===== config.mk =====
export PLATFORM = sky130hd
export DESIGN_NAME = programCounter
export DESIGN_NICKNAME = d
export VERILOG_FILES = /design/src/logic/cpuPkg.sv /design/src/logic/programCounter.sv
export SDC_FILE = /design/constraint.sdc
export NUM_CORES = 1
export LEC_CHECK = 0
export BUFFER_PORTS_ARGS = -buffer_cell sky130_fd_sc_hd__buf_2
export CELL_PAD_IN_SITES_DETAIL_PLACEMENT = 0
export CELL_PAD_IN_SITES_GLOBAL_PLACEMENT = 1
export CORE_UTILIZATION = 39
export CTS_BUF_LIST = sky130_fd_sc_hd__clkbuf_8
export DETAILED_ROUTE_END_ITERATION = 8
export MAX_ROUTING_LAYER = met4
export PLACE_DENSITY = 0.88
export REMOVE_ABC_BUFFERS = 1
export SYNTH_ARGS = -nofsm -noshare
export SYNTH_HDL_FRONTEND = slang
export SYNTH_SLANG_ARGS = --single-unit

===== constraint.sdc =====
create_clock -name clk -period 6.8 [get_ports clk]
set_input_delay 1.36 -clock clk [delete_from_list [all_inputs] [get_ports clk]]
set_output_delay 1.36 -clock clk [all_outputs]
set_load 0.02 [all_outputs]

===== src/logic/cpuPkg.sv =====
`default_nettype none

package cpuPkg;

  localparam int wordWidth = 16; // Data path and byte address width

  ////////////////////
  // Opcode map
  ////////////////////
  typedef enum logic [3:0] {
    opAdd  = 4'h0, // Saturating add
    opSub  = 4'h1, // Saturating subtract
    opXor  = 4'h2,
    opRed  = 4'h3, // Reduction, runs as a no-op
    opSll  = 4'h4,
    opSra  = 4'h5,
    opRor  = 4'h6,
    opPadd = 4'h7, // Packed add, runs as a no-op
    opLw   = 4'h8,
    opSw   = 4'h9,
    opLlb  = 4'hA, // Load low byte
    opLhb  = 4'hB, // Load high byte
    opB    = 4'hC, // Conditional branch
    opBr   = 4'hD, // Branch to register
    opPcs  = 4'hE, // Save pc+2
    opHlt  = 4'hF
  } opcode_t;

  // Branch condition codes against Z, N and V
  typedef enum logic [2:0] {
    condNe, condEq, condGt, condLt, condGe, condLe, condOv, condUn
  } cond_t;

  typedef enum logic [3:0] {
    aluAdd, aluSub, aluXor, aluSll, aluSra, aluRor, aluLlb, aluLhb,
    aluAddr // Plain add for load and store addresses
  } aluOp_t;

  ////////////////////
  // Instruction views
  ////////////////////
  typedef union packed {
    struct packed {
      opcode_t    opcode;
      logic [3:0] rd;
      logic [3:0] rs;
      logic [3:0] rt; // Also the shift amount
    } regForm;
    struct packed {
      opcode_t    opcode;
      logic [3:0] rt;     // Load target or store source
      logic [3:0] rs;     // Base register
      logic [3:0] offset; // Signed word offset
    } memForm;
    struct packed {
      opcode_t    opcode;
      logic [3:0] rd;
      logic [7:0] imm8;
    } byteForm;
    struct packed {
      opcode_t    opcode;
      cond_t      cond;
      logic [8:0] imm9; // Signed word displacement
    } branchForm;
  } instrWord_t;

endpackage

`default_nettype wire


===== src/logic/programCounter.sv =====
`default_nettype none

module programCounter (
  input  wire                           clk,
  input  wire                           arstN,
  input  wire                           hold,      // Not running or halted
  input  wire                           branch,
  input  wire                           branchReg,
  input  var   cpuPkg::cond_t           cond,
  input  wire  [8:0]                    imm9,
  input  wire  [cpuPkg::wordWidth-1:0]  regTarget, // rs value for BR
  input  wire                           flagZ,
  input  wire                           flagN,
  input  wire                           flagV,
  output logic [cpuPkg::wordWidth-1:0]  pc,
  output logic [cpuPkg::wordWidth-1:0]  pcPlus2
);

  import cpuPkg::*;

  logic                 taken;
  logic [wordWidth-1:0] branchOffset; // Byte displacement
  logic [wordWidth-1:0] nextPc;

  ////////////////////
  // Condition check
  ////////////////////
  always_comb begin
    unique case (cond)
      condNe:  taken = !flagZ;
      condEq:  taken = flagZ;
      condGt:  taken = !flagZ && !flagN;
      condLt:  taken = flagN;
      condGe:  taken = flagZ || !flagN;
      condLe:  taken = flagZ || flagN;
      condOv:  taken = flagV;
      default: taken = 1'b1; // Unconditional
    endcase
  end

  assign pcPlus2      = pc + 16'd2;
  assign branchOffset = {{(wordWidth-10){imm9[8]}}, imm9, 1'b0}; // Sign extend then x2

  always_comb begin
    if (branchReg)            nextPc = {regTarget[wordWidth-1:1], 1'b0}; // Word aligned
    else if (branch && taken) nextPc = pcPlus2 + branchOffset;
    else                      nextPc = pcPlus2;
  end

  ////////////////////
  // PC register
  ////////////////////
  always_ff @(posedge clk or negedge arstN) begin
    if (!arstN)     pc <= '0;
    else if (!hold) pc <= nextPc;
  end

  pcAligned: assert property (
    @(posedge clk) disable iff (!arstN) !pc[0]
  ) else $error("programCounter pc %h is not word aligned", pc);

endmodule

`default_nettype wire


# Yosys cells after proc, flatten, opt, wreduce, memory -nomap -nowiden
# Cells that the tools add are included.
dict set report totals {
  register_bits 16
  output_inout_bits 32
  wordCells 19
  input_bits 36
}
dict set report op_classes {
  n_reduce_logical 7
  mux 3
  addsub 2
  eq_ne 6
}
# operator n
set op_table {}
lappend op_table {{2-to-1 mux 16 bit} 2}
lappend op_table {{adder 16 bit} 1}
lappend op_table {{adder 16 x 2 -> 16 bit (second input constant)} 1}
lappend op_table {{== test 3 bit (second input constant)} 3}
lappend op_table {{case mux 1 bit (7 select lines)} 1}
lappend op_table {{== test 3 x 2 -> 1 bit (second input constant)} 2}
lappend op_table {{== test 3 x 1 -> 1 bit (second input constant)} 1}
lappend op_table {{zero test 3 bit} 1}
lappend op_table {{logical AND 1 bit} 2}
lappend op_table {{zero test 1 bit} 2}
lappend op_table {{logical OR 1 bit} 2}

# Logic depth before layout (Yosys ltp)
dict set report logic_depth {
  ltp_word 6
  ltp_mapped 12
  ltp_nobuf 12
}

# Worst setup path after synthesis
# No wires, ideal clock.
dict set report synth_path {
  kind {reg-to-reg}
  start {reg pc[1] (netlist name)}
  end {reg pc[15] (netlist name)}
  slack_ps 3631
  path_stages_with_launch 13
  required_ps 6714
  arrival_ps 3083
  period_less_slack_ps 3169
  setup_time_ps 86
  n_path_buf 0
  path_cell_list {dfrtp_1 > ha_1 > nand2_1 > nor2_1 > and4_1 > xor2_1 > ha_1 > and3_1 > nand4_1 > a211oi_1 > o31a_1 > o31a_1 > nor3_1}
}
dict set report synth_between {
  elab_chain_cells 4
}
# element line_no
set synth_lines {}
lappend synth_lines {{start, declared} programCounter.sv:15} ;# output logic [cpuPkg::wordWidth-1:0] pc,
lappend synth_lines {{start signal, assigned} programCounter.sv:55} ;# else if (!hold) pc <= nextPc;
lappend synth_lines {{adder 16 x 2 -> 16 bit} programCounter.sv:41} ;# assign pcPlus2 = pc + 16'd2;
lappend synth_lines {{named net pcPlus2 (one bit)} programCounter.sv:16} ;# output logic [cpuPkg::wordWidth-1:0] pcPlus2
lappend synth_lines {{adder 16 bit} programCounter.sv:46} ;# else if (branch && taken) nextPc = pcPlus2 + branchOffset;
lappend synth_lines {{2-to-1 mux 16 bit} programCounter.sv:46}
lappend synth_lines {{2-to-1 mux 16 bit} programCounter.sv:45} ;# if (branchReg) nextPc = {regTarget[wordWidth-1:1], 1'b0};
# The timed path passes the listed nets, and every way through them passes these cells.
# A chain may end at the register's enable or synchronous reset.

# Worst setup path in the final report
dict set report layout_path {
  start {reg pc[1] (netlist name)}
  end {out pcPlus2[11] (netlist name)}
}
dict set report layout_between {
  elab_chain_cells 1
}
# element line_no
set layout_lines {}
lappend layout_lines {{adder 16 x 2 -> 16 bit} programCounter.sv:41}
lappend layout_lines {{end, declared} programCounter.sv:16}
# Every way passes these cells.

==> results list <==
* Clock skew after layout: 6.73 ps
- Sequential cell area: 375 um^2
* Worst hold slack across all endpoints: around 590 ps
* Ant. Diodes: 0
- Of all nets on the critical path, the largest fanout is 7.
* Family with the most delay on the worst path: simple AND/OR/NAND/NOR gates
- The first global-routing pass estimated 9.06 mm of wire.
* Number of buffer and inverter stages on the critical path: 1
- Setup TNS: 0 ps
- In this run the standard cell core region covers 4750 um^2.
* Iteration-0 DRC Markers: 145
* Number of filler cells placed in the layout: ~490
* TritonCTS clock tree: built
- Clock buffers created by TritonCTS: 3
* Clock Path Buffers: 2
- Type of element launching the critical path: register
* Total number of vias: around 2,000
- For this run, the leading register cell type out of synthesis is sky130_fd_sc_hd__dfrtp_1.
- For this design the top-level I/O count stands at slightly below 70.
- The share of synthesized area in the top cell type comes to 0.193.
- Most area-hungry cell type in the Yosys netlist: sky130_fd_sc_hd__dfrtp_1
- Number of levels the H-tree was split into: 1
- Dividing the synthesized area by the synthesized cell count gives 8.00 um^2.
* Row cnt: 25
* Number of antenna-violating nets in the routed design: 0
- STA puts the critical path data arrival time at 2130 ps.
* Distinct cells, synth: 56
- The global routing stage identified its most utilized layer as met2.
- GR Layer Usage met1: 0.311
* Final critical-path share of the clock period: 0.514
* Time the worst path needs with I/O delays and setup: approximately 3500 ps
* Max FFs per register: 15
* Syn-to-layout area delta: 19.8%
- In this run the tool buffered the top-level ports with 64 buffer cells.
- Type of the tightest min-delay check: register to register
- Async set-reset flop share out of synthesis: 1.00
- Share of the yosys chip area belonging to registers: 0.193
- Number of detailed-routing iterations run before antenna repair: 4
- Die outline area: between 5000 and 6000 um^2
- Remaining routing DRC violations: 0
- Synth warnings: 0
- Vias in the first global route: 1,868
* Die X: 72.6 um
* Max Clock Freq: ~0.29 GHz
- # nets final: 357
- Ratio of routed vias to standard cells: 5.53
- Across the VDD grid, the largest voltage drop is approximately 0.094 mV.
- The number of gates resized after CTS was 0.
* Leakage: 1.11 nW
- Clk Tree Root Cell: sky130_fd_sc_hd__clkbuf_8
* Clock transition at the registers of the reported paths: about 70 ps
- Final count of pins violating max slew: 0
- In this run the critical register-to-register path is launched from pc[1].
* Synthesized instance count: 243
- Crit path launch: pc[1]
- Max-cap violations in this run came to 0.
* Relative max-transition margin: 0.399
- Longest individual stage delay on the worst path: approximately 470 ps
- By area the synthesized netlist is led by sky130_fd_sc_hd__dfrtp_1 19%, sky130_fd_sc_hd__ha_1 12%, sky130_fd_sc_hd__xor2_1 4.5%.
- Final Setup Violations: 0
- The initial antenna violation count was 0.
* Share of post-route cells with drive strength above 1: 0.259
- Global routing finished with a remaining overflow of 0.
- Post-synthesis instance area: 1940 um^2
- Dividing the detail-routed wire length by the instance count gives 15.4 um.
- Starting Density: 0.409
- From bottom edge to top edge, the die measures 72.6 um.
* Hold path start: pc[7]
- Hold-fix buffers at CTS: 0
* GR Util met2: 0.358
- Number of endpoints with negative hold slack in the final report: 0
- Status: finished clean
- Setup repair after global routing left no endpoint under its margin.
- Clock Sink Count: 15
* Endpoint class of the critical path: output pin
- Counting flops with a built-in enable in the synthesized netlist gives 0.
* Worst-skew pair later-pin latency: 260 ps
* Power, Total: ~0.5 mW
- Pin slew with the least headroom to its limit: 898 ps
* Met3 track utilization from global routing: 0.00691
* Post-synthesis register bit count: 15
* Slowest cell on crit path: sky130_fd_sc_hd__dfrtp_1
* Total wirelength of the detailed-routed design: roughly 5.7 mm
- Summed over all nets, the half-perimeter wirelength after detailed placement is 4.43 mm.
- The signal on the critical path passes through ha_1, nand2_1, nor2_1, and4_1, xor2_1, buf_2.
- Largest reg by FF count: pc
- Data on the critical path is required at its endpoint by 5440 ps.
- Number of buffers added for setup after CTS: 0
- Top flop regs: pc x15
- Overall routing resource usage: 0.226
* Maximum number of pins on one net before global-route repair: 29
- For this design the ratio of total power to cell area is 218 nW/um^2.
- Most frequent standard cell in the layout excluding fill and tap cells: sky130_fd_sc_hd__buf_2
- Routability-driven placement finished with a final weighted congestion of 0.877.
- Summing all multi-input logic gate instances after layout gives 1470 um^2.
- Worst Path Class, Setup: register to output pin
* Most frequent cells in the layout: 64 x sky130_fd_sc_hd__buf_2, 23 x sky130_fd_sc_hd__nand2_1, 20 x sky130_fd_sc_hd__nor2_1
-- logic make-up after synthesis --
family | count (synthesis) | synth area share
compound gates | 82 | 0.316
xor+xnor | 17 | 0.0766
fa+ha+maj | 19 | 0.126
buf+inv | 20 | 0.0547
flops | 15 | 0.193
other cells | 1 | 0.00193
simple gates | 89 | 0.232
-- stage by stage --
step	instance area, um^2	cells	setup slack (ps)	util
final	2330	368	3310	0.489
after detailed placement	2280	364	3310	0.479
after CTS	2330	368	3310	0.489
after global placement	2280	364	3340	0.479
after floorplan	1870	233	3630	-
after global routing	2330	368	3190	0.489
-- metal layers --
metal	up-vias	wire, um
met1	925	2770
met3	9	216
met2	66	2610
li1	1035	-
met4	0	88
met5	-	0
-- worst paths after layout --
| kind | end | cells after the start | slack [ps] |
|---|---|---|---|
| max | pcPlus2[11] | 6 | 3310 |
| min | pc[7] | 2 | 590 |
| max reg2reg | pc[15] | 12 | 3520 |
| min reg2reg | pc[7] | 2 | 590 |
| max in group asynchronous | pc[14] | 1 | 5510 |
| min in group asynchronous | pc[4] | 1 | 1010 |
-- cell type report --
| cell class | instances | area share |
|---|---|---|
| Clock buffer | 3 | 0.0177 |
| Clock inverter | 1 | 0.00323 |
| Inverter | 9 | 0.0145 |
| Multi-Input combinational cell | 209 | 0.630 |
| Sequential cell | 15 | 0.161 |
| Tap cell | 67 | 0.0360 |
| Timing Repair Buffer | 64 | 0.138 |
-- synthesized netlist by cell type, drive strengths merged (7+ instances only) --
library cell,instances
xor2,10
inv,9
nand3,7
nor2,20
xnor2,7
buf,7
dfrtp,15
nor3,7
a21oi,15
a21o,8
nand2,24
o21ai,7
ha,18
-- report_power, final --
part           leakage [nW]  internal (mW)  switching [mW]  total [mW]
Clock                0.0217         0.0414          0.0385      0.0799
Combinational         0.914          0.117           0.185       0.301
Sequential            0.177          0.103          0.0220       0.125
Total                  1.11          0.261           0.245       0.506
-- tightest hold or removal path: stages, from the launching register on --
cell                      delay (ps)
sky130_fd_sc_hd__dfrtp_1         430
sky130_fd_sc_hd__nand2_1          70
sky130_fd_sc_hd__o31ai_1          60
Note: power is estimated with default switching activity, not from simulation.
