--- config.mk ---
export PLATFORM = sky130hd
export DESIGN_NAME = executeUnit
export DESIGN_NICKNAME = d
export VERILOG_FILES = /design/src/logic/cpuPkg.sv /design/src/logic/executeUnit.sv
export SDC_FILE = /design/constraint.sdc
export NUM_CORES = 1
export LEC_CHECK = 0
export ABC_AREA = 1
export BUFFER_PORTS_ARGS = -buffer_cell sky130_fd_sc_hd__buf_2
export CORE_ASPECT_RATIO = 0.7
export CORE_UTILIZATION = 40
export CTS_CLUSTER_SIZE = 8
export DETAILED_ROUTE_END_ITERATION = 6
export SLEW_MARGIN = 20
export SYNTH_ARGS = -nofsm -noshare
export SYNTH_HDL_FRONTEND = slang
export SYNTH_SLANG_ARGS = --single-unit
--- constraint.sdc ---
create_clock -name clk -period 4.6 [get_ports clk]
set_clock_uncertainty 0.15 [all_clocks]
set_input_delay 0.46 -clock clk [delete_from_list [all_inputs] [get_ports clk]]
set_output_delay 0.46 -clock clk [all_outputs]
set_load 0.01 [all_outputs]
--- src/logic/cpuPkg.sv ---
`default_nettype none

package cpuPkg;

  localparam int wordWidth = 16; // Data path and byte address width

  ////////////////////
  // Opcode map
  ////////////////////
  typedef enum logic [3:0] {
    opAdd  = 4'h0, // Saturating add
    opSub  = 4'h1, // Saturating subtract
    opXor  = 4'h2,
    opRed  = 4'h3, // Reduction, runs as a no-op
    opSll  = 4'h4,
    opSra  = 4'h5,
    opRor  = 4'h6,
    opPadd = 4'h7, // Packed add, runs as a no-op
    opLw   = 4'h8,
    opSw   = 4'h9,
    opLlb  = 4'hA, // Load low byte
    opLhb  = 4'hB, // Load high byte
    opB    = 4'hC, // Conditional branch
    opBr   = 4'hD, // Branch to register
    opPcs  = 4'hE, // Save pc+2
    opHlt  = 4'hF
  } opcode_t;

  // Branch condition codes against Z, N and V
  typedef enum logic [2:0] {
    condNe, condEq, condGt, condLt, condGe, condLe, condOv, condUn
  } cond_t;

  typedef enum logic [3:0] {
    aluAdd, aluSub, aluXor, aluSll, aluSra, aluRor, aluLlb, aluLhb,
    aluAddr // Plain add for load and store addresses
  } aluOp_t;

  ////////////////////
  // Instruction views
  ////////////////////
  typedef union packed {
    struct packed {
      opcode_t    opcode;
      logic [3:0] rd;
      logic [3:0] rs;
      logic [3:0] rt; // Also the shift amount
    } regForm;
    struct packed {
      opcode_t    opcode;
      logic [3:0] rt;     // Load target or store source
      logic [3:0] rs;     // Base register
      logic [3:0] offset; // Signed word offset
    } memForm;
    struct packed {
      opcode_t    opcode;
      logic [3:0] rd;
      logic [7:0] imm8;
    } byteForm;
    struct packed {
      opcode_t    opcode;
      cond_t      cond;
      logic [8:0] imm9; // Signed word displacement
    } branchForm;
  } instrWord_t;

endpackage

`default_nettype wire

--- src/logic/executeUnit.sv ---
`default_nettype none

module executeUnit (
  input  wire                           clk,
  input  wire                           arstN,
  input  wire  [cpuPkg::wordWidth-1:0]  opA,
  input  wire  [cpuPkg::wordWidth-1:0]  opB,
  input  var   cpuPkg::aluOp_t          aluOp,
  input  wire                           zEn,
  input  wire                           nvEn,
  output logic [cpuPkg::wordWidth-1:0]  result,
  output logic                          flagZ,
  output logic                          flagN,
  output logic                          flagV
);

  import cpuPkg::*;

  localparam logic [wordWidth-1:0] satMax = {1'b0, {(wordWidth-1){1'b1}}}; // 7FFF
  localparam logic [wordWidth-1:0] satMin = {1'b1, {(wordWidth-1){1'b0}}}; // 8000

  logic [wordWidth-1:0]   sum;
  logic [wordWidth-1:0]   diff;
  logic                   addOvf;
  logic                   subOvf;
  logic                   overflow; // V for the current op
  logic [3:0]             shamt;
  logic [2*wordWidth-1:0] rotWide;  // Doubled word for rotate

  ////////////////////
  // Arithmetic
  ////////////////////
  assign sum    = opA + opB;
  assign diff   = opA - opB;
  assign addOvf = (opA[wordWidth-1] == opB[wordWidth-1]) && (sum[wordWidth-1] != opA[wordWidth-1]);
  assign subOvf = (opA[wordWidth-1] != opB[wordWidth-1]) && (diff[wordWidth-1] != opA[wordWidth-1]);
  assign overflow = (aluOp == aluSub) ? subOvf : addOvf;

  assign shamt   = opB[3:0];            // Low four bits only
  assign rotWide = {opA, opA} >> shamt;

  always_comb begin
    unique case (aluOp)
      aluAdd: begin
        if (addOvf) result = opA[wordWidth-1] ? satMin : satMax; // Clamp to signed range
        else        result = sum;
      end
      aluSub: begin
        if (subOvf) result = opA[wordWidth-1] ? satMin : satMax;
        else        result = diff;
      end
      aluXor:  result = opA ^ opB;
      aluSll:  result = opA << shamt;
      aluSra:  result = $unsigned($signed(opA) >>> shamt); // Sign fills from the left
      aluRor:  result = rotWide[wordWidth-1:0];
      aluLlb:  result = {opA[wordWidth-1:8], opB[7:0]}; // Keep high byte of rd
      aluLhb:  result = {opB[7:0], opA[7:0]};           // Keep low byte of rd
      default: result = sum; // Address add without clamping
    endcase
  end

  ////////////////////
  // Flag register
  ////////////////////
  always_ff @(posedge clk or negedge arstN) begin
    if (!arstN) begin
      flagZ <= 1'b0;
      flagN <= 1'b0;
      flagV <= 1'b0;
    end else begin
      if (zEn)  flagZ <= (result == '0);
      if (nvEn) begin
        flagN <= result[wordWidth-1]; // N from the result sign
        flagV <= overflow;            // V from the overflow detect
      end
    end
  end

  // A clamped add keeps the sign of its operands in the registered N
  satAddKeepsSign: assert property (
    @(posedge clk) disable iff (!arstN)
    (nvEn && (aluOp == aluAdd) && addOvf) |=> (flagV && (flagN == $past(opA[wordWidth-1])))
  ) else $error("executeUnit saturated add flipped the operand sign");

endmodule

`default_nettype wire

# Word-level counts from Yosys, hierarchy flattened
# Index checks and enable logic that the tools add are counted.
# classes
n_addsub	2
eq_ne	11
shifts	3
mux	5
bitwise	1
reduce_logical	4
# op_table
op	count
$pmux W16 S8	1
$mux W16	3
$shr A32 B4 Y16	1
$add A16 B16 Y16	1
$eq A4 B3 Y1 const B	4
$logic_not A16 Y1	1
$shl A16 B4 Y16	1
$sshr A16 B4 Y16	1
$sub A16 B16 Y16	1
$xor A16 B16 Y16	1
$eq A4 B2 Y1 const B	2
$eq A4 B1 Y1 const B	1
$logic_not A4 Y1	1
$ne A1 B1 Y1	3
$logic_and A1 B1 Y1	2
$eq A1 B1 Y1	1
$mux W1	1
# word_totals
regBits	3
input_bits	40
out_inout_bits	19
elab_cells	29

# Logic depth before layout (Yosys ltp)
# logic_depth
word_depth	6
ltp_mapped	33
mapped_depth_nobuf	29

# Worst setup path after synthesis
# OpenSTA, ideal clock, no wires.
# synth_timing
kind	input port to output port
startpoint	input opB[2] (netlist name)
endpoint	output result[0] (netlist name)
arrival_time_ns	3.538
t_required_ns	3.990
slack_ns	0.452
stages	25
cell_sequence	buf_2 > inv_1 > buf_2 > buf_2 > ha_1 > buf_2 > a21oi_1 > nand2_1 > nand2_1 > nand2_1 > nand3_1 > nand2_1 > nand2_1 > nand2_1 > a21oi_1 > fa_1 > nand2_1 > nand2_1 > nand2_1 > buf_4 > a21oi_1 > nor3_1 > o21ai_1 > a21oi_1 > nand3_1
# synth_between
elab_chain_cells	5
elab_cells_between_ends	12
classes_between	add/sub (2); eq/ne (2); shift (3); mux (3); reduce/logical (2)
# synth_rtl
element	line	source
from (decl)	executeUnit.sv:7	input wire [cpuPkg::wordWidth-1:0] opB,
$sub A16 B16 Y16 or $add A16 B16 Y16 (tied branches)	executeUnit.sv:34, executeUnit.sv:33	
$ne A1 B1 Y1, on equally long branches	executeUnit.sv:36, executeUnit.sv:35	
$logic_and A1 B1 Y1, on equally long branches	executeUnit.sv:36, executeUnit.sv:35	
$mux W16, on equally long branches	executeUnit.sv:49, executeUnit.sv:45	
$pmux W16 S8 *	executeUnit.sv:43	unique case (aluOp)
to (decl)	executeUnit.sv:11	output logic [cpuPkg::wordWidth-1:0] result,
# Mark *: on every way between the ends. The rest lies on a longest branch, timed or not.

# Final worst setup path
# layout_timing
startpoint	input opA[12] (netlist name)
endpoint	output result[3] (netlist name)
# layout_between
elab_chain_cells	5
elab_cells_between_ends	12
classes_between	add/sub (2); eq/ne (2); shift (3); mux (3); reduce/logical (2)
# layout_rtl
element	line	source
from (decl)	executeUnit.sv:6	input wire [cpuPkg::wordWidth-1:0] opA,
$sub A16 B16 Y16 or $add A16 B16 Y16 (tied branches)	executeUnit.sv:34, executeUnit.sv:33	
$ne A1 B1 Y1, on equally long branches	executeUnit.sv:36, executeUnit.sv:35	
$logic_and A1 B1 Y1, on equally long branches	executeUnit.sv:36, executeUnit.sv:35	
$mux W16, on equally long branches	executeUnit.sv:49, executeUnit.sv:45	
$pmux W16 S8 *	executeUnit.sv:43	
# Marks and branches as above.

==> results.tsv <==
metric	value	unit
status	finished clean	
antenna diode count	0	
Arrival @ worst endpoint	3780	ps
type of the most critical hold path	in2reg	
required time reported for the critical path endpoint	3990	ps
reg2reg setup slack	3720	ps
final net count	1174	
remaining max-slew budget at the tightest pin	36.8	%
most repeated cell in the gate-level netlist after synthesis	sky130_fd_sc_hd__nand2_1	
antenna viol nets, final	0	
Die H	95.8	um
synthesized instance count	1063	
kind of critical path	in2out	
Critical Path Sink Type	primary output	
share of synthesized area occupied by flip-flops and latches	1.49	%
routability congestion estimate	1.00	
Post-CTS Repair Setup Buffers	0	
worst reg2reg endpoint	flagN$_DFFE_PN0P_	
time the worst path needs with I/O delays and setup	4390	ps
Top FF cell, synth	sky130_fd_sc_hd__dfrtp_1	
Synth cell types	36	
post-detailed-route via-to-cell ratio	5.57	
beginning of the worst register-to-register path	flagN$_DFFE_PN0P_	
count of boundary I/O pins	59	
element type at the critical path start	input pin	
Vias	6992	
cell with the largest stage delay on the worst path	sky130_fd_sc_hd__ha_1	
number of port buffers	58	
Yosys warning total	0	
worst slack, placed	228	ps
netlist area before placement	5030	um^2
area of the die	13000	um^2
global-route wire length before repair	32800	um
Clock H-tree levels	1	
peak supply drop	0.302	mV
fin. max-slew vios	0	
buffers from clock root to sink, at most	2	
half-perimeter wire length after placement	17800	um
number of endpoints failing setup at the final stage	0	
TritonCTS clock tree	built	
CTS buffer count	3	
biggest cell delay along the critical path	540	ps
Post-Syn Area per Cell	4.73	um^2
most area-hungry cell type in the Yosys netlist	sky130_fd_sc_hd__nand2_1	
Most Frequent Cell on Critical Path	sky130_fd_sc_hd__nand2_1	
standard-cell rows	33	
area share of the leading cell type in the synthesized netlist	32.7	%
top cells by count, synth	sky130_fd_sc_hd__nand2_1, sky130_fd_sc_hd__nand3_1, sky130_fd_sc_hd__inv_1	
core region area	12000	um^2
clock input transition at the sequential cells of the worst setup and hold paths	30	ps
antenna violations before repair	0	
proportion of synthesized flip-flops having asynchronous set or reset	100	%
number of global-route vias before repair	5710	
total length of routed wires	21600	um
post-layout total power	896	uW
share of the cycle needed by the critical path after routing	95.4	%
Sinks on Clock Net	3	
WL per Instance	17.2	um
number of flops mapped to enable cells by yosys	0	
die outline width	136	um
All-Layer GR Usage	33.4	%
Initial Util	42.0	%
transition time at the pin with the least slew margin	944	ps
CP max FO	11	
CP Launch Point	opA[12]	
crit path buf inv count	4	
largest net degree at the start of global routing	38	
number of DRC violations after detailed-routing iteration 0	948	
post-synthesis net count	1137	
Final Hold Vio Count	0	
buffer type at the clock tree root	sky130_fd_sc_hd__clkbuf_16	
cell family contributing the most delay on the critical path	simple AND/OR/NAND/NOR gates	
DRC errors left	0	
number of iterations in the first detailed-routing pass	6	
setup repair after global routing missed its margin	no	
power density normalized to cell area	164	nW/um^2
cell depth of the worst flop-to-flop path	1	
biggest area contributors in the synthesized netlist	sky130_fd_sc_hd__nand2_1, sky130_fd_sc_hd__nand3_1, sky130_fd_sc_hd__inv_1	
register bit total from synthesis	3	
worst skew pair latency	230	ps
number of fill cells	1430	
static leakage	3.28	nW
Crit. path cell count	24	
Area Overhead vs Synth	8.51	%
critical path endpoint	result[3]	
Setup TNS	0	ps
FMAX	228	MHz
final core area utilization	45.6	%
layout cells sized above 1	10.9	%
CP Cell Sequence	buf_2, ha_1, nand2_1, nor3_1, nor2_1, nand2_1, nand2_1, nand2_1, a21oi_1, fa_1, nand2_1, nor2_1, inv_1, nand2_4, nand2_1, nand3_1, nand2_1, nor2_1, nand2_1, nor2_1, nand2_1, nand2_1, inv_1, buf_2	
global route overflow	0	
count of maximum capacitance violations	0	
fin worst setup slack	210	ps
[stage by stage]
stage / instances / instance area, um^2 / hold slack [ps]
4_1_cts: 1256 / 5450 / 329
5_1_grt: 1256 / 5460 / 352
3_5_place_dp: 1251 / 5360 / 107
2_1_floorplan: 1063 / 5030 / 14.4
3_3_place_gp: 1251 / 5360 / 107
6_report: 1256 / 5460 / 321
[layout make-up]
cell class	instances	area [um^2]	area share [%]
Multi-Input combinational cell	886	4190	76.7
Sequential cell	3	75.1	1.38
Tap cell	157	196	3.60
Inverter	129	487	8.92
Timing Repair Buffer	77	435	7.98
Clock buffer	4	78.8	1.44
[cell families (layout without fill, tap and decap cells)]
logic type	count (synthesis)	after routing	share of synthesized area (%)
buffers and inverters	174	210	15.4
and+or+nand+nor	777	777	65.3
xor gates and xnor gates	8	8	1.39
adders and majority gates	34	34	8.90
DFF	3	3	1.49
AOI/OAI and AO/OA	66	66	7.26
muxes	1	1	0.224
[power by group]
part           leakage [nW]  switching [mW]  internal (mW)  total, mW
Combinational          3.21           0.505          0.219      0.724
Sequential           0.0378         0.00131         0.0293     0.0306
Clock                0.0382          0.0269          0.115      0.141
Total                  3.28           0.533          0.363      0.896
[flip-flops by register name, summed over array words and instances, names as in the netlist]
register  cells
flagN         1
flagZ         1
flagV         1
[placed cells by master, fill, tap and decap left out, drive strengths merged]
cell and count:
a21oi 33, a31oi 2, and2 3, buf 76, clkbuf 4, clkinv 2, dfrtp 3, dlygate4sd3 1
fa 3, ha 31, inv 127, mux2 1, nand2 452, nand3 198, nand3b 1, nand4 8
nor2 105, nor3 8, o21ai 23, o21bai 6, o22ai 2, or2 2, xnor2 2, xor2 6
[per-layer routing]
metal / share of wire (%) / GRT usage [%]
met2: 34 / 42.3
met4: 1.5 / 5.83
met3: 16 / 10.6
met5: 0 / 0
met1: 48 / 52.3
[worst min path at each step]
stage               startpoint           endpoint  depth (start not counted)  slack, ps
floorplan                arstN  flagN$_DFFE_PN0P_                          0         10
global placement         arstN  flagZ$_DFFE_PN0P_                          1        110
detailed placement       arstN  flagZ$_DFFE_PN0P_                          1        110
CTS                       nvEn  flagV$_DFFE_PN0P_                          2        330
global route              nvEn  flagV$_DFFE_PN0P_                          2        350
finish                    nvEn  flagV$_DFFE_PN0P_                          2        320
[timing repair]
item,4_1_cts,5_1_grt
endpoints found under the hold margin,3,0
hold buffers,1,0
setup endpoints to repair,0,6
resized for setup,0,2
Note: power is estimated with default switching activity, not from simulation.
