<file path="config.mk">
export PLATFORM = sky130hd
export DESIGN_NAME = controlUnit
export DESIGN_NICKNAME = d
export VERILOG_FILES = /design/src/logic/cpuPkg.sv /design/src/logic/controlUnit.sv
export SDC_FILE = /design/constraint.sdc
export NUM_CORES = 1
export LEC_CHECK = 0
export ABC_AREA = 1
export BUFFER_PORTS_ARGS = -buffer_cell sky130_fd_sc_hd__buf_2
export CELL_PAD_IN_SITES_DETAIL_PLACEMENT = 0
export CELL_PAD_IN_SITES_GLOBAL_PLACEMENT = 1
export CORE_AREA = 2 2 39 41
export DETAILED_ROUTE_END_ITERATION = 10
export DIE_AREA = 0 0 41 43
export PLACE_DENSITY_LB_ADDON = 0.1
export SLEW_MARGIN = 20
export SYNTH_ARGS = -nofsm -noshare
export SYNTH_HDL_FRONTEND = slang
export SYNTH_SLANG_ARGS = --single-unit
</file>
<file path="constraint.sdc">
create_clock -name vclk -period 0.8
set_input_delay 0 -clock vclk [all_inputs]
set_output_delay 0 -clock vclk [all_outputs]
set_load 0.02 [all_outputs]
</file>
<file path="src/logic/cpuPkg.sv">
`default_nettype none

package cpuPkg;

  localparam int wordWidth = 16; // Data path and byte address width

  ////////////////////
  // Opcode map
  ////////////////////
  typedef enum logic [3:0] {
    opAdd  = 4'h0, // Saturating add
    opSub  = 4'h1, // Saturating subtract
    opXor  = 4'h2,
    opRed  = 4'h3, // Reduction, runs as a no-op
    opSll  = 4'h4,
    opSra  = 4'h5,
    opRor  = 4'h6,
    opPadd = 4'h7, // Packed add, runs as a no-op
    opLw   = 4'h8,
    opSw   = 4'h9,
    opLlb  = 4'hA, // Load low byte
    opLhb  = 4'hB, // Load high byte
    opB    = 4'hC, // Conditional branch
    opBr   = 4'hD, // Branch to register
    opPcs  = 4'hE, // Save pc+2
    opHlt  = 4'hF
  } opcode_t;

  // Branch condition codes against Z, N and V
  typedef enum logic [2:0] {
    condNe, condEq, condGt, condLt, condGe, condLe, condOv, condUn
  } cond_t;

  typedef enum logic [3:0] {
    aluAdd, aluSub, aluXor, aluSll, aluSra, aluRor, aluLlb, aluLhb,
    aluAddr // Plain add for load and store addresses
  } aluOp_t;

  ////////////////////
  // Instruction views
  ////////////////////
  typedef union packed {
    struct packed {
      opcode_t    opcode;
      logic [3:0] rd;
      logic [3:0] rs;
      logic [3:0] rt; // Also the shift amount
    } regForm;
    struct packed {
      opcode_t    opcode;
      logic [3:0] rt;     // Load target or store source
      logic [3:0] rs;     // Base register
      logic [3:0] offset; // Signed word offset
    } memForm;
    struct packed {
      opcode_t    opcode;
      logic [3:0] rd;
      logic [7:0] imm8;
    } byteForm;
    struct packed {
      opcode_t    opcode;
      cond_t      cond;
      logic [8:0] imm9; // Signed word displacement
    } branchForm;
  } instrWord_t;

endpackage

`default_nettype wire

</file>
<file path="src/logic/controlUnit.sv">
`default_nettype none

module controlUnit (
  input  var   cpuPkg::opcode_t opcode,
  input  wire                   run,       // Low while the loader owns the core
  output logic                  regWrite,
  output logic                  memWrite,
  output logic                  memRead,
  output logic                  aluSrcImm, // Second operand from the immediate
  output logic                  srcFromRd, // First read port on rd for LLB/LHB
  output logic                  memToReg,
  output logic                  pcToReg,   // PCS write-back
  output logic                  branch,
  output logic                  branchReg,
  output logic                  halt,
  output cpuPkg::aluOp_t        aluOp,
  output logic                  zEn,
  output logic                  nvEn
);

  import cpuPkg::*;

  ////////////////////
  // Decode
  ////////////////////
  always_comb begin
    regWrite  = 1'b0; // Everything idle by default
    memWrite  = 1'b0;
    memRead   = 1'b0;
    aluSrcImm = 1'b0;
    srcFromRd = 1'b0;
    memToReg  = 1'b0;
    pcToReg   = 1'b0;
    branch    = 1'b0;
    branchReg = 1'b0;
    halt      = 1'b0;
    aluOp     = aluAdd;
    zEn       = 1'b0;
    nvEn      = 1'b0;
    if (run) begin
      unique case (opcode)
        opAdd: begin regWrite = 1'b1; zEn = 1'b1; nvEn = 1'b1; end
        opSub: begin regWrite = 1'b1; aluOp = aluSub; zEn = 1'b1; nvEn = 1'b1; end
        opXor: begin regWrite = 1'b1; aluOp = aluXor; zEn = 1'b1; end
        opSll: begin regWrite = 1'b1; aluOp = aluSll; aluSrcImm = 1'b1; zEn = 1'b1; end
        opSra: begin regWrite = 1'b1; aluOp = aluSra; aluSrcImm = 1'b1; zEn = 1'b1; end
        opRor: begin regWrite = 1'b1; aluOp = aluRor; aluSrcImm = 1'b1; zEn = 1'b1; end
        opLw: begin
          regWrite  = 1'b1;
          memRead   = 1'b1;
          memToReg  = 1'b1;
          aluSrcImm = 1'b1;
          aluOp     = aluAddr; // Base plus offset
        end
        opSw:  begin memWrite = 1'b1; aluSrcImm = 1'b1; aluOp = aluAddr; end
        opLlb: begin regWrite = 1'b1; srcFromRd = 1'b1; aluSrcImm = 1'b1; aluOp = aluLlb; end
        opLhb: begin regWrite = 1'b1; srcFromRd = 1'b1; aluSrcImm = 1'b1; aluOp = aluLhb; end
        opB:   branch    = 1'b1;
        opBr:  branchReg = 1'b1;
        opPcs: begin regWrite = 1'b1; pcToReg = 1'b1; end
        opHlt: halt = 1'b1;
        default: ; // RED and PADDSB fall through as no-ops
      endcase
    end
  end

  // No opcode both stores and writes back
  storeNoWriteBack: assert final (!(memWrite && regWrite))
    else $error("controlUnit memWrite and regWrite both set for opcode %h", opcode);

endmodule

`default_nettype wire

</file>
; ---- Word level (Yosys, flattened, before mapping)
; Cells that the tools add are included.
[totals]
regBits = 0
input_bits = 5
out_inout_bits = 16
wordCells = 44
[classes]
eq_ne = 13
n_mux = 24
reduce_logical = 7
[op_table]
columns = cell, n
row1 = $eq 4x4->1 const B, 8
row2 = $pmux 4 s8, 1
row3 = $mux 1, 22
row4 = $eq 4x3->1 const B, 3
row5 = $reduce_or 10->1, 1
row6 = $reduce_or 7->1, 1
row7 = $reduce_or 2->1, 3
row8 = $reduce_or 6->1, 1
row9 = $eq 4x1->1 const B, 1
row10 = $eq 4x2->1 const B, 1
row11 = $logic_not 4->1, 1
row12 = $mux 4, 1

; ---- Depth between registers and ports, before layout
; Gate-level depths: netlist of the first run.
[logic_depth]
word_depth = 4
ltp_mapped = 7
depth_no_buf = 6

; ---- Worst setup path before layout of the first run
; No wires, ideal clock.
[synth_path]
path_type = input to output
startpoint = in opcode[1]
endpoint = out memToReg
arrival_ns = 0.890
t_required_ns = 0.800
slack_ns = -0.090
path_stages = 5
n_path_buf = 2
path_cell_list = buf_2 nor2_1 inv_1 nor2_1 buf_4
[synth_via]
elab_chain_cells = 3
[synth_rtl]
columns = item, line
row1 = from (decl), controlUnit.sv:4  ; input var cpuPkg::opcode_t opcode,
row2 = $eq 4x4->1, --
row3 = $mux 1 (2 in a row), --
row4 = to (decl), controlUnit.sv:11  ; output logic memToReg,
; Every way passes these cells.

; ---- Final worst setup path of the first run
[layout_path]
startpoint = in opcode[1]
endpoint = out nvEn
[layout_via]
elab_chain_cells = 4
elab_cells_between_ends = 5
classes_between = eq/ne: 1 / mux: 2 / reduce/logical: 2
[layout_rtl]
columns = item, line
row1 = $eq 4x1->1 / $logic_not 4->1 (equally long branches), controlUnit.sv:41  ; unique case (opcode)
row2 = $reduce_or 2->1 (no source line) *, --
row3 = $mux 1 *, controlUnit.sv:41
row4 = $mux 1 *, controlUnit.sv:40  ; if (run) begin
row5 = to (decl), controlUnit.sv:18  ; output logic nvEn
; Mark *: on every way between the ends. The rest lies on a longest branch, timed or not.

==> results.ini, run 1 <==
[grt]
grt_usage=0.0919
grt_pass1_wl_mm=1.21
overflow=0
grt_max_degree=9
first_global_vias=279
antenna_found_initial=0

[clock_network]
cts_resized=0
postCtsSetupRepairBufs=0
cts_hold_buffers=0

[place]
dp.cells=84
post-place-ws_ns=0.0159
dp_hpwl_um=636
placed_area_um2=342
gp_congestion=0.750
io_buffer_count=21

[drt]
routed_wl_um=774
avgRoutedWirePerCell_um=9.21
drtIter0Drc=10
post-route-drc-count=0
antenna_left=0
via_per_inst=4.20
vias=353
firstDrtPassIters=3

[worst_setup_path]
slowest_delay_ns=0.24
critPathMaxFanout=8
crit_buf_inv=3
path_cells=clkbuf_4 > buf_4 > nor4_2 > buf_2
worst_ep_arrival_time_ns=0.74
slowest_stage=nor4_2
worstSetupStartpointType=input pin
worstPathRequired_ns=0.80
crit_family=buffers and inverters
worstSetupPathType=input pin to output port
crit_path_end_kind=output port

[final_layout]
final_nets=75
mostFrequentLayoutCell=buf_2
ff_latch_area_um2=0
syn2layout_area_growth_pct=81.7
n_clock_buffer=0
seq_cells=0
fin_cells=84
num_antenna_cells=0
drive_above_1_share=0.471
postLayoutCellArea_um2=373
layout_common_cells=13 x buf_2, 9 x nand2_1, 9 x nor2_1, 7 x inv_1, 7 x buf_4

[logic_synthesis]
syn_area_um2=205
syn_nets=52
yosys_warnings=0
synthDistinctLibCells=13
netlist_instances=47
yosysSeqAreaShare=0
synth.avg_cell_area_um2=4.37

[sta]
fmax_mhz=1350
setup_slack_ns=0.0577
setup_viol=0
slew_headroom=0.854
worstMarginPinSlew_ns=0.218
drv_slew=0
hold_viol=0
fin_crit_sh=0.928
period_needed_ns=0.742

[die]
core-area_um2=1380
die_area_um2=1760
ioPinCount=21
die_h_um=43
num_rows=14
start_util=0.148
die_w_um=41

[worst_hold_path]
hold_path.startpoint=opcode[2]
min_delay_path_depth=3
whs_endpoint=nvEn
hold_class=input pin to output port

[pwr]
peakVddDrop_mv=0.130
power_mw=0.190
p_leak_nw=0.233
power_density_nw_per_um2=511

[run]
cap_violations=0

[run_status]
run_status=completed

==> per-layer routing <==
metal	up-vias	routed length, um	GRT usage
met3	0	80	0
met1	149	372	0.149
met5	-	0	0
li1	189	-	-
met4	0	0	0
met2	15	321	0.141
==> where the power goes <==
part           total, mW  internal (mW)  switching (mW)  leakage (nW)
logic              0.190         0.0712           0.119         0.233
registers              0              0               0             0
clock network          0              0               0             0
==> how the worst max path moves through the flow <==
stage / cells past startpoint / end / startpoint / slack (ns)
after floorplan: 4 / aluSrcImm / opcode[1] / 0.004
after global placement: 6 / memRead / opcode[3] / -0.01
after detailed placement: 6 / memToReg / opcode[3] / 0.02
after CTS: 6 / memToReg / opcode[3] / 0.02
after global routing: 4 / nvEn / opcode[1] / -0.01
final: 4 / nvEn / opcode[1] / 0.06
==> through the flow <==
step	hold WS, ns	utilization	setup TNS [ns]
6_report	0.285	0.269	0
2_1_floorplan	0.0527	-	0
3_5_place_dp	0.311	0.247	0
3_3_place_gp	0.315	0.247	-0.0299
4_1_cts	0.314	0.247	0
5_1_grt	0.306	0.269	-0.0102
==> synth_stat cells, drive strengths merged <==
| cell type | n | area share |
|---|---|---|
| nand2 | 11 | 0.20 |
| o21ai | 2 | 0.049 |
| nor3 | 1 | 0.024 |
| a21oi | 1 | 0.024 |
| inv | 9 | 0.16 |
| nor3b | 1 | 0.037 |
| nor2 | 13 | 0.26 |
| buf | 2 | 0.061 |
| nand3 | 6 | 0.15 |
| nor4 | 1 | 0.031 |
==> kinds of logic (layout without fill, tap and decap cells) <==
logic type             count (synthesis)  in the layout  synth area share
buffers and inverters                 11             32             0.226
and+or+nand+nor                       33             33             0.701
AOI/OAI and AO/OA                      3              3            0.0731
==> area by class of cell <==
type               count  area [um^2]
inverters              9         33.8
multi-input cells     36          175
repair buffers        23          144
fillers              173         1010
well taps             16         20.0
(Power assumes the default switching activity.)
==> inputs of run 2 (changes only) <==
Settings changed: PLACE_DENSITY set to 0.66, PLACE_DENSITY_LB_ADDON 0.1 to not set.
==> results.ini, run 2 (synthesized netlist as in run 1, its figures left out) <==
[pwr]
p_leak_nw=0.225  ; -3.3%
power.share.clock=0  ; unchanged
power_mw=0.181  ; -4.8%
switching_share=0.663  ; +0.0368
internal_power_mw=0.0611  ; -14%
power_frac_comb=1.000  ; about the same
sequentialPowerShare=0  ; unchanged
power_density_nw_per_um2=505  ; -1.2%
power_switching_mw=0.120  ; +0.77%
peakVddDrop_mv=0.171  ; +31%

[worst_setup_path]
worst_ep_arrival_time_ns=0.73  ; about the same
worstPathRequired_ns=0.80  ; about the same
crit_family=buffers and inverters
path_cells=buf_2 > nand2_2 > inv_1 > nand2_1 > nand3_1 > nand2_1 > inv_1 > buf_2
crit_buf_inv=4  ; +1
critPathMaxFanout=9  ; +1
slowest_stage=buf_2
slowest_delay_ns=0.19  ; -0.05 ns
crit_path_end_kind=output port
worstSetupPathType=input pin to output port
worstSetupStartpointType=input pin

[drt]
via_per_inst=4.23  ; +0.70%
post-route-drc-count=0  ; unchanged
firstDrtPassIters=4  ; +1
vias=347  ; -1.7%
antenna_left=0  ; unchanged
routed_wl_um=704  ; -9.0%
drtIter0Drc=12  ; +2
avgRoutedWirePerCell_um=8.59  ; -6.8%

[die]
die_h_um=43  ; unchanged
num_rows=14  ; unchanged
die_area_um2=1760  ; unchanged
core-area_um2=1380  ; unchanged
start_util=0.148  ; unchanged
ioPinCount=21  ; unchanged
die_w_um=41  ; unchanged

[clock_network]
postCtsSetupRepairBufs=0  ; unchanged

[sta]
setup_viol=0  ; unchanged
rsz0062_at_grt=yes
holdWs_ns=0.331  ; +0.0459 ns
fin_setup_tns_ns=0  ; unchanged
fin_crit_sh=0.916  ; -0.0119
drv_slew=0  ; unchanged
worstMarginPinSlew_ns=0.207  ; -0.0115 ns
period_needed_ns=0.733  ; -0.00948 ns
slew_headroom=0.861  ; +0.00671
fmax_mhz=1360  ; +1.3%
hold_viol=0  ; unchanged

[final_layout]
n_clock_buffer=0  ; unchanged
postLayoutCellArea_um2=359  ; -3.7%
seq_cells=0  ; unchanged
mostFrequentLayoutCell=buf_2
utilization=0.259  ; -0.00994
ff_latch_area_um2=0  ; unchanged
drive_above_1_share=0.485  ; +0.0143
layout_common_cells=17 x buf_2, 9 x nand2_1, 9 x nor2_1, 7 x inv_1, 5 x nand3_1
final_nets=73  ; -2.7%
num_antenna_cells=0  ; unchanged
syn2layout_area_growth_pct=75.0

[run]
cap_violations=0  ; unchanged

[place]
placed_area_um2=327  ; -4.4%
gp_congestion=0.799  ; +6.5%
dp_hpwl_um=602  ; -5.4%
io_buffer_count=21  ; unchanged

[worst_hold_path]
hold_class=input pin to output port

[grt]
grt_pass1_wl_mm=1.08  ; -11%
overflow=0  ; unchanged
antenna_found_initial=0  ; unchanged
first_global_vias=261  ; -6.5%
grt_max_degree=10  ; +1
grt_usage=0.0809  ; -0.0110

[run_status]
run_status=completed

-- run 2: area by class of cell --
type | instances | area, um^2
timing repair buffer | 21 | 115
inverter | 9 | 33.8
fill | 178 | 1020
tap | 16 | 20.0
multi-input combinational | 36 | 190
-- run 2: through the flow --
stage          cells  setup WS, ns
2_1_floorplan     47       0.00353
3_3_place_gp      82      0.000483
3_5_place_dp      82        0.0182
4_1_cts           82        0.0181
5_1_grt           82      -0.00115
6_report          82        0.0672
-- run 2: timing repair --
| action | 4_1_cts | 5_1_grt |
|---|---|---|
| gates resized for setup | 0 | 11 |
| setup endpoints to repair | 0 | 10 |
| hold buffers | 0 | 0 |
-- run 2: power groups by stage --
stage	Sequential [mW]	Clock (mW)	Combinational, mW
3_5_place_dp	0	0	0.165
4_1_cts	0	0	0.166
3_3_place_gp	0	0	0.167
2_1_floorplan	0	0	0.106
5_1_grt	0	0	0.199
6_report	0	0	0.181
-- run 2: path summary, 6_finish.rpt --
kind              startpoint  slack (ns)        to  depth (start not counted)
hold / removal     opcode[2]        0.33      nvEn                          3
setup / recovery   opcode[1]        0.07  aluOp[0]                          8
-- run 2: routing by layer --
layer  track usage  up-vias  wire length [um]
li1              -      183                 -
met1         0.133      151               329
met2         0.122       13               329
met3             0        0                45
met4             0        0                 0
met5             0        -                 0
==> inputs of run 3 (changes only) <==
Settings changed: BUFFER_PORTS_ARGS -buffer_cell sky130_fd_sc_hd__buf_2 to not set, DONT_BUFFER_PORTS set to 1, PLACE_DENSITY 0.66 to 0.42.
==> results.ini, run 3 (synthesized netlist as in run 1, its figures left out) <==
[worst_hold_path]
hold_class=input pin to output port

[place]
post-place-ws_ns=0.236  ; +0.218 ns
gp_congestion=0.673  ; -16%
dp.cells=70  ; -15%
placed_area_um2=289  ; -11%
io_buffer_count=0  ; -100%
dp_hpwl_um=588  ; -2.4%

[grt]
overflow=0  ; unchanged
antenna_found_initial=0  ; unchanged
grt_max_degree=10  ; unchanged
grt_pass1_wl_mm=1.15  ; +6.4%
first_global_vias=273  ; +4.6%
grt_usage=0.0869  ; +0.00599

[final_layout]
num_antenna_cells=0  ; unchanged
n_clock_buffer=0  ; unchanged
seq_cells=0  ; unchanged
drive_above_1_share=0.259  ; -0.226
layout_common_cells=11 x nand2_1, 10 x nor2_1, 9 x buf_4, 8 x inv_1, 6 x nand3_1
final_nets=61  ; -16%
fin_cells=70  ; -15%
mostFrequentLayoutCell=nand2_1
ff_latch_area_um2=0  ; unchanged
utilization=0.209  ; -0.0506
fillers=170  ; -4.5%
postLayoutCellArea_um2=289  ; -20%
syn2layout_area_growth_pct=40.9

[pwr]
power_density_nw_per_um2=467  ; -7.5%
power_mw=0.135  ; -26%
sequentialPowerShare=0  ; unchanged
switching_share=0.654  ; -0.00898
internal_power_mw=0.0467  ; -24%
p_leak_nw=0.163  ; -27%
power_frac_comb=1.000  ; about the same
power.share.clock=0  ; unchanged
power_switching_mw=0.0883  ; -27%
peakVddDrop_mv=0.0755  ; -56%

[drt]
avgRoutedWirePerCell_um=10.0  ; +16%
antenna_left=0  ; unchanged
via_per_inst=4.11  ; -2.8%
post-route-drc-count=0  ; unchanged
vias=288  ; -17%
routed_wl_um=700  ; -0.57%
drtIter0Drc=6  ; -6
firstDrtPassIters=2  ; -2

[sta]
fin_setup_tns_ns=0  ; unchanged
holdWs_ns=0.136  ; -0.195 ns
setup_slack_ns=0.247  ; +0.179 ns
period_needed_ns=0.553  ; -0.179 ns
slew_headroom=0.740  ; -0.121
hold_viol=0  ; unchanged
worstMarginPinSlew_ns=0.389  ; +0.182 ns
setup_viol=0  ; unchanged
fmax_mhz=1810  ; +32%
fin_crit_sh=0.692  ; -0.224
drv_slew=0  ; unchanged
rsz0062_at_grt=no

[clock_network]
postCtsSetupRepairBufs=0  ; unchanged
cts_hold_buffers=0  ; unchanged
cts_resized=0  ; unchanged

[worst_setup_path]
crit_path_end_kind=output port
slowest_delay_ns=0.31  ; +0.12 ns
path_cells=inv_1 > nor2_1 > inv_1 > nor2_1
slowest_stage=nor2_1
worstSetupStartpointType=input pin
critPathMaxFanout=4  ; -5
worstPathRequired_ns=0.80  ; about the same
worstSetupPathType=input pin to output port
worst_ep_arrival_time_ns=0.55  ; -0.18 ns

[die]
start_util=0.148  ; unchanged
die_w_um=41  ; unchanged
core-area_um2=1380  ; unchanged
die_area_um2=1760  ; unchanged
ioPinCount=21  ; unchanged
num_rows=14  ; unchanged
die_h_um=43  ; unchanged

[run_status]
run_status=completed

[run]
cap_violations=0  ; unchanged

[run 3: changes by cell type in the layout (fill, tap and decap cells not counted)]
cell      change
clkbuf_4      -1
nand3_2       -1
nor3b_1       +1
nor3b_2       -1
inv_1         +1
nand3_1       +1
buf_2        -17
nand2_1       +2
nor2_4        -1
inv_2         -1
nor2_1        +1
nand2_2       -2
buf_4         +6
[run 3: power by group through the flow]
stage | Combinational [mW] | Sequential [mW] | Clock [mW]
2_1_floorplan | 0.106 | 0 | 0
3_3_place_gp | 0.139 | 0 | 0
3_5_place_dp | 0.136 | 0 | 0
4_1_cts | 0.137 | 0 | 0
5_1_grt | 0.150 | 0 | 0
6_report | 0.135 | 0 | 0
[run 3: layer usage]
layer  global-route usage  vias to the layer above  wire length (um)
met2                0.134                        9               327
li1                     -                      158                 -
met5                    0                        -                 0
met4                    0                        0                 0
met1                0.127                      121               323
met3               0.0209                        0                50
[run 3: final timing paths]
| kind | start | to | slack (ns) | depth (start not counted) |
|---|---|---|---|---|
| worst min-delay path | run | aluOp[1] | 0.14 | 2 |
| worst max-delay path | opcode[0] | branchReg | 0.25 | 4 |
[run 3: worst max-delay path: cells and delay by family]
| family | cells | cell delay, ns |
|---|---|---|
| and+or+nand+nor | 2 | 0.42 |
| buffers and inverters | 2 | 0.12 |
[run 3: layout make-up]
class	instances	area, um^2	share of cell area
multi-input cells	36	168	0.580
inverters	9	33.8	0.117
repair buffers	9	67.6	0.234
well taps	16	20.0	0.0693
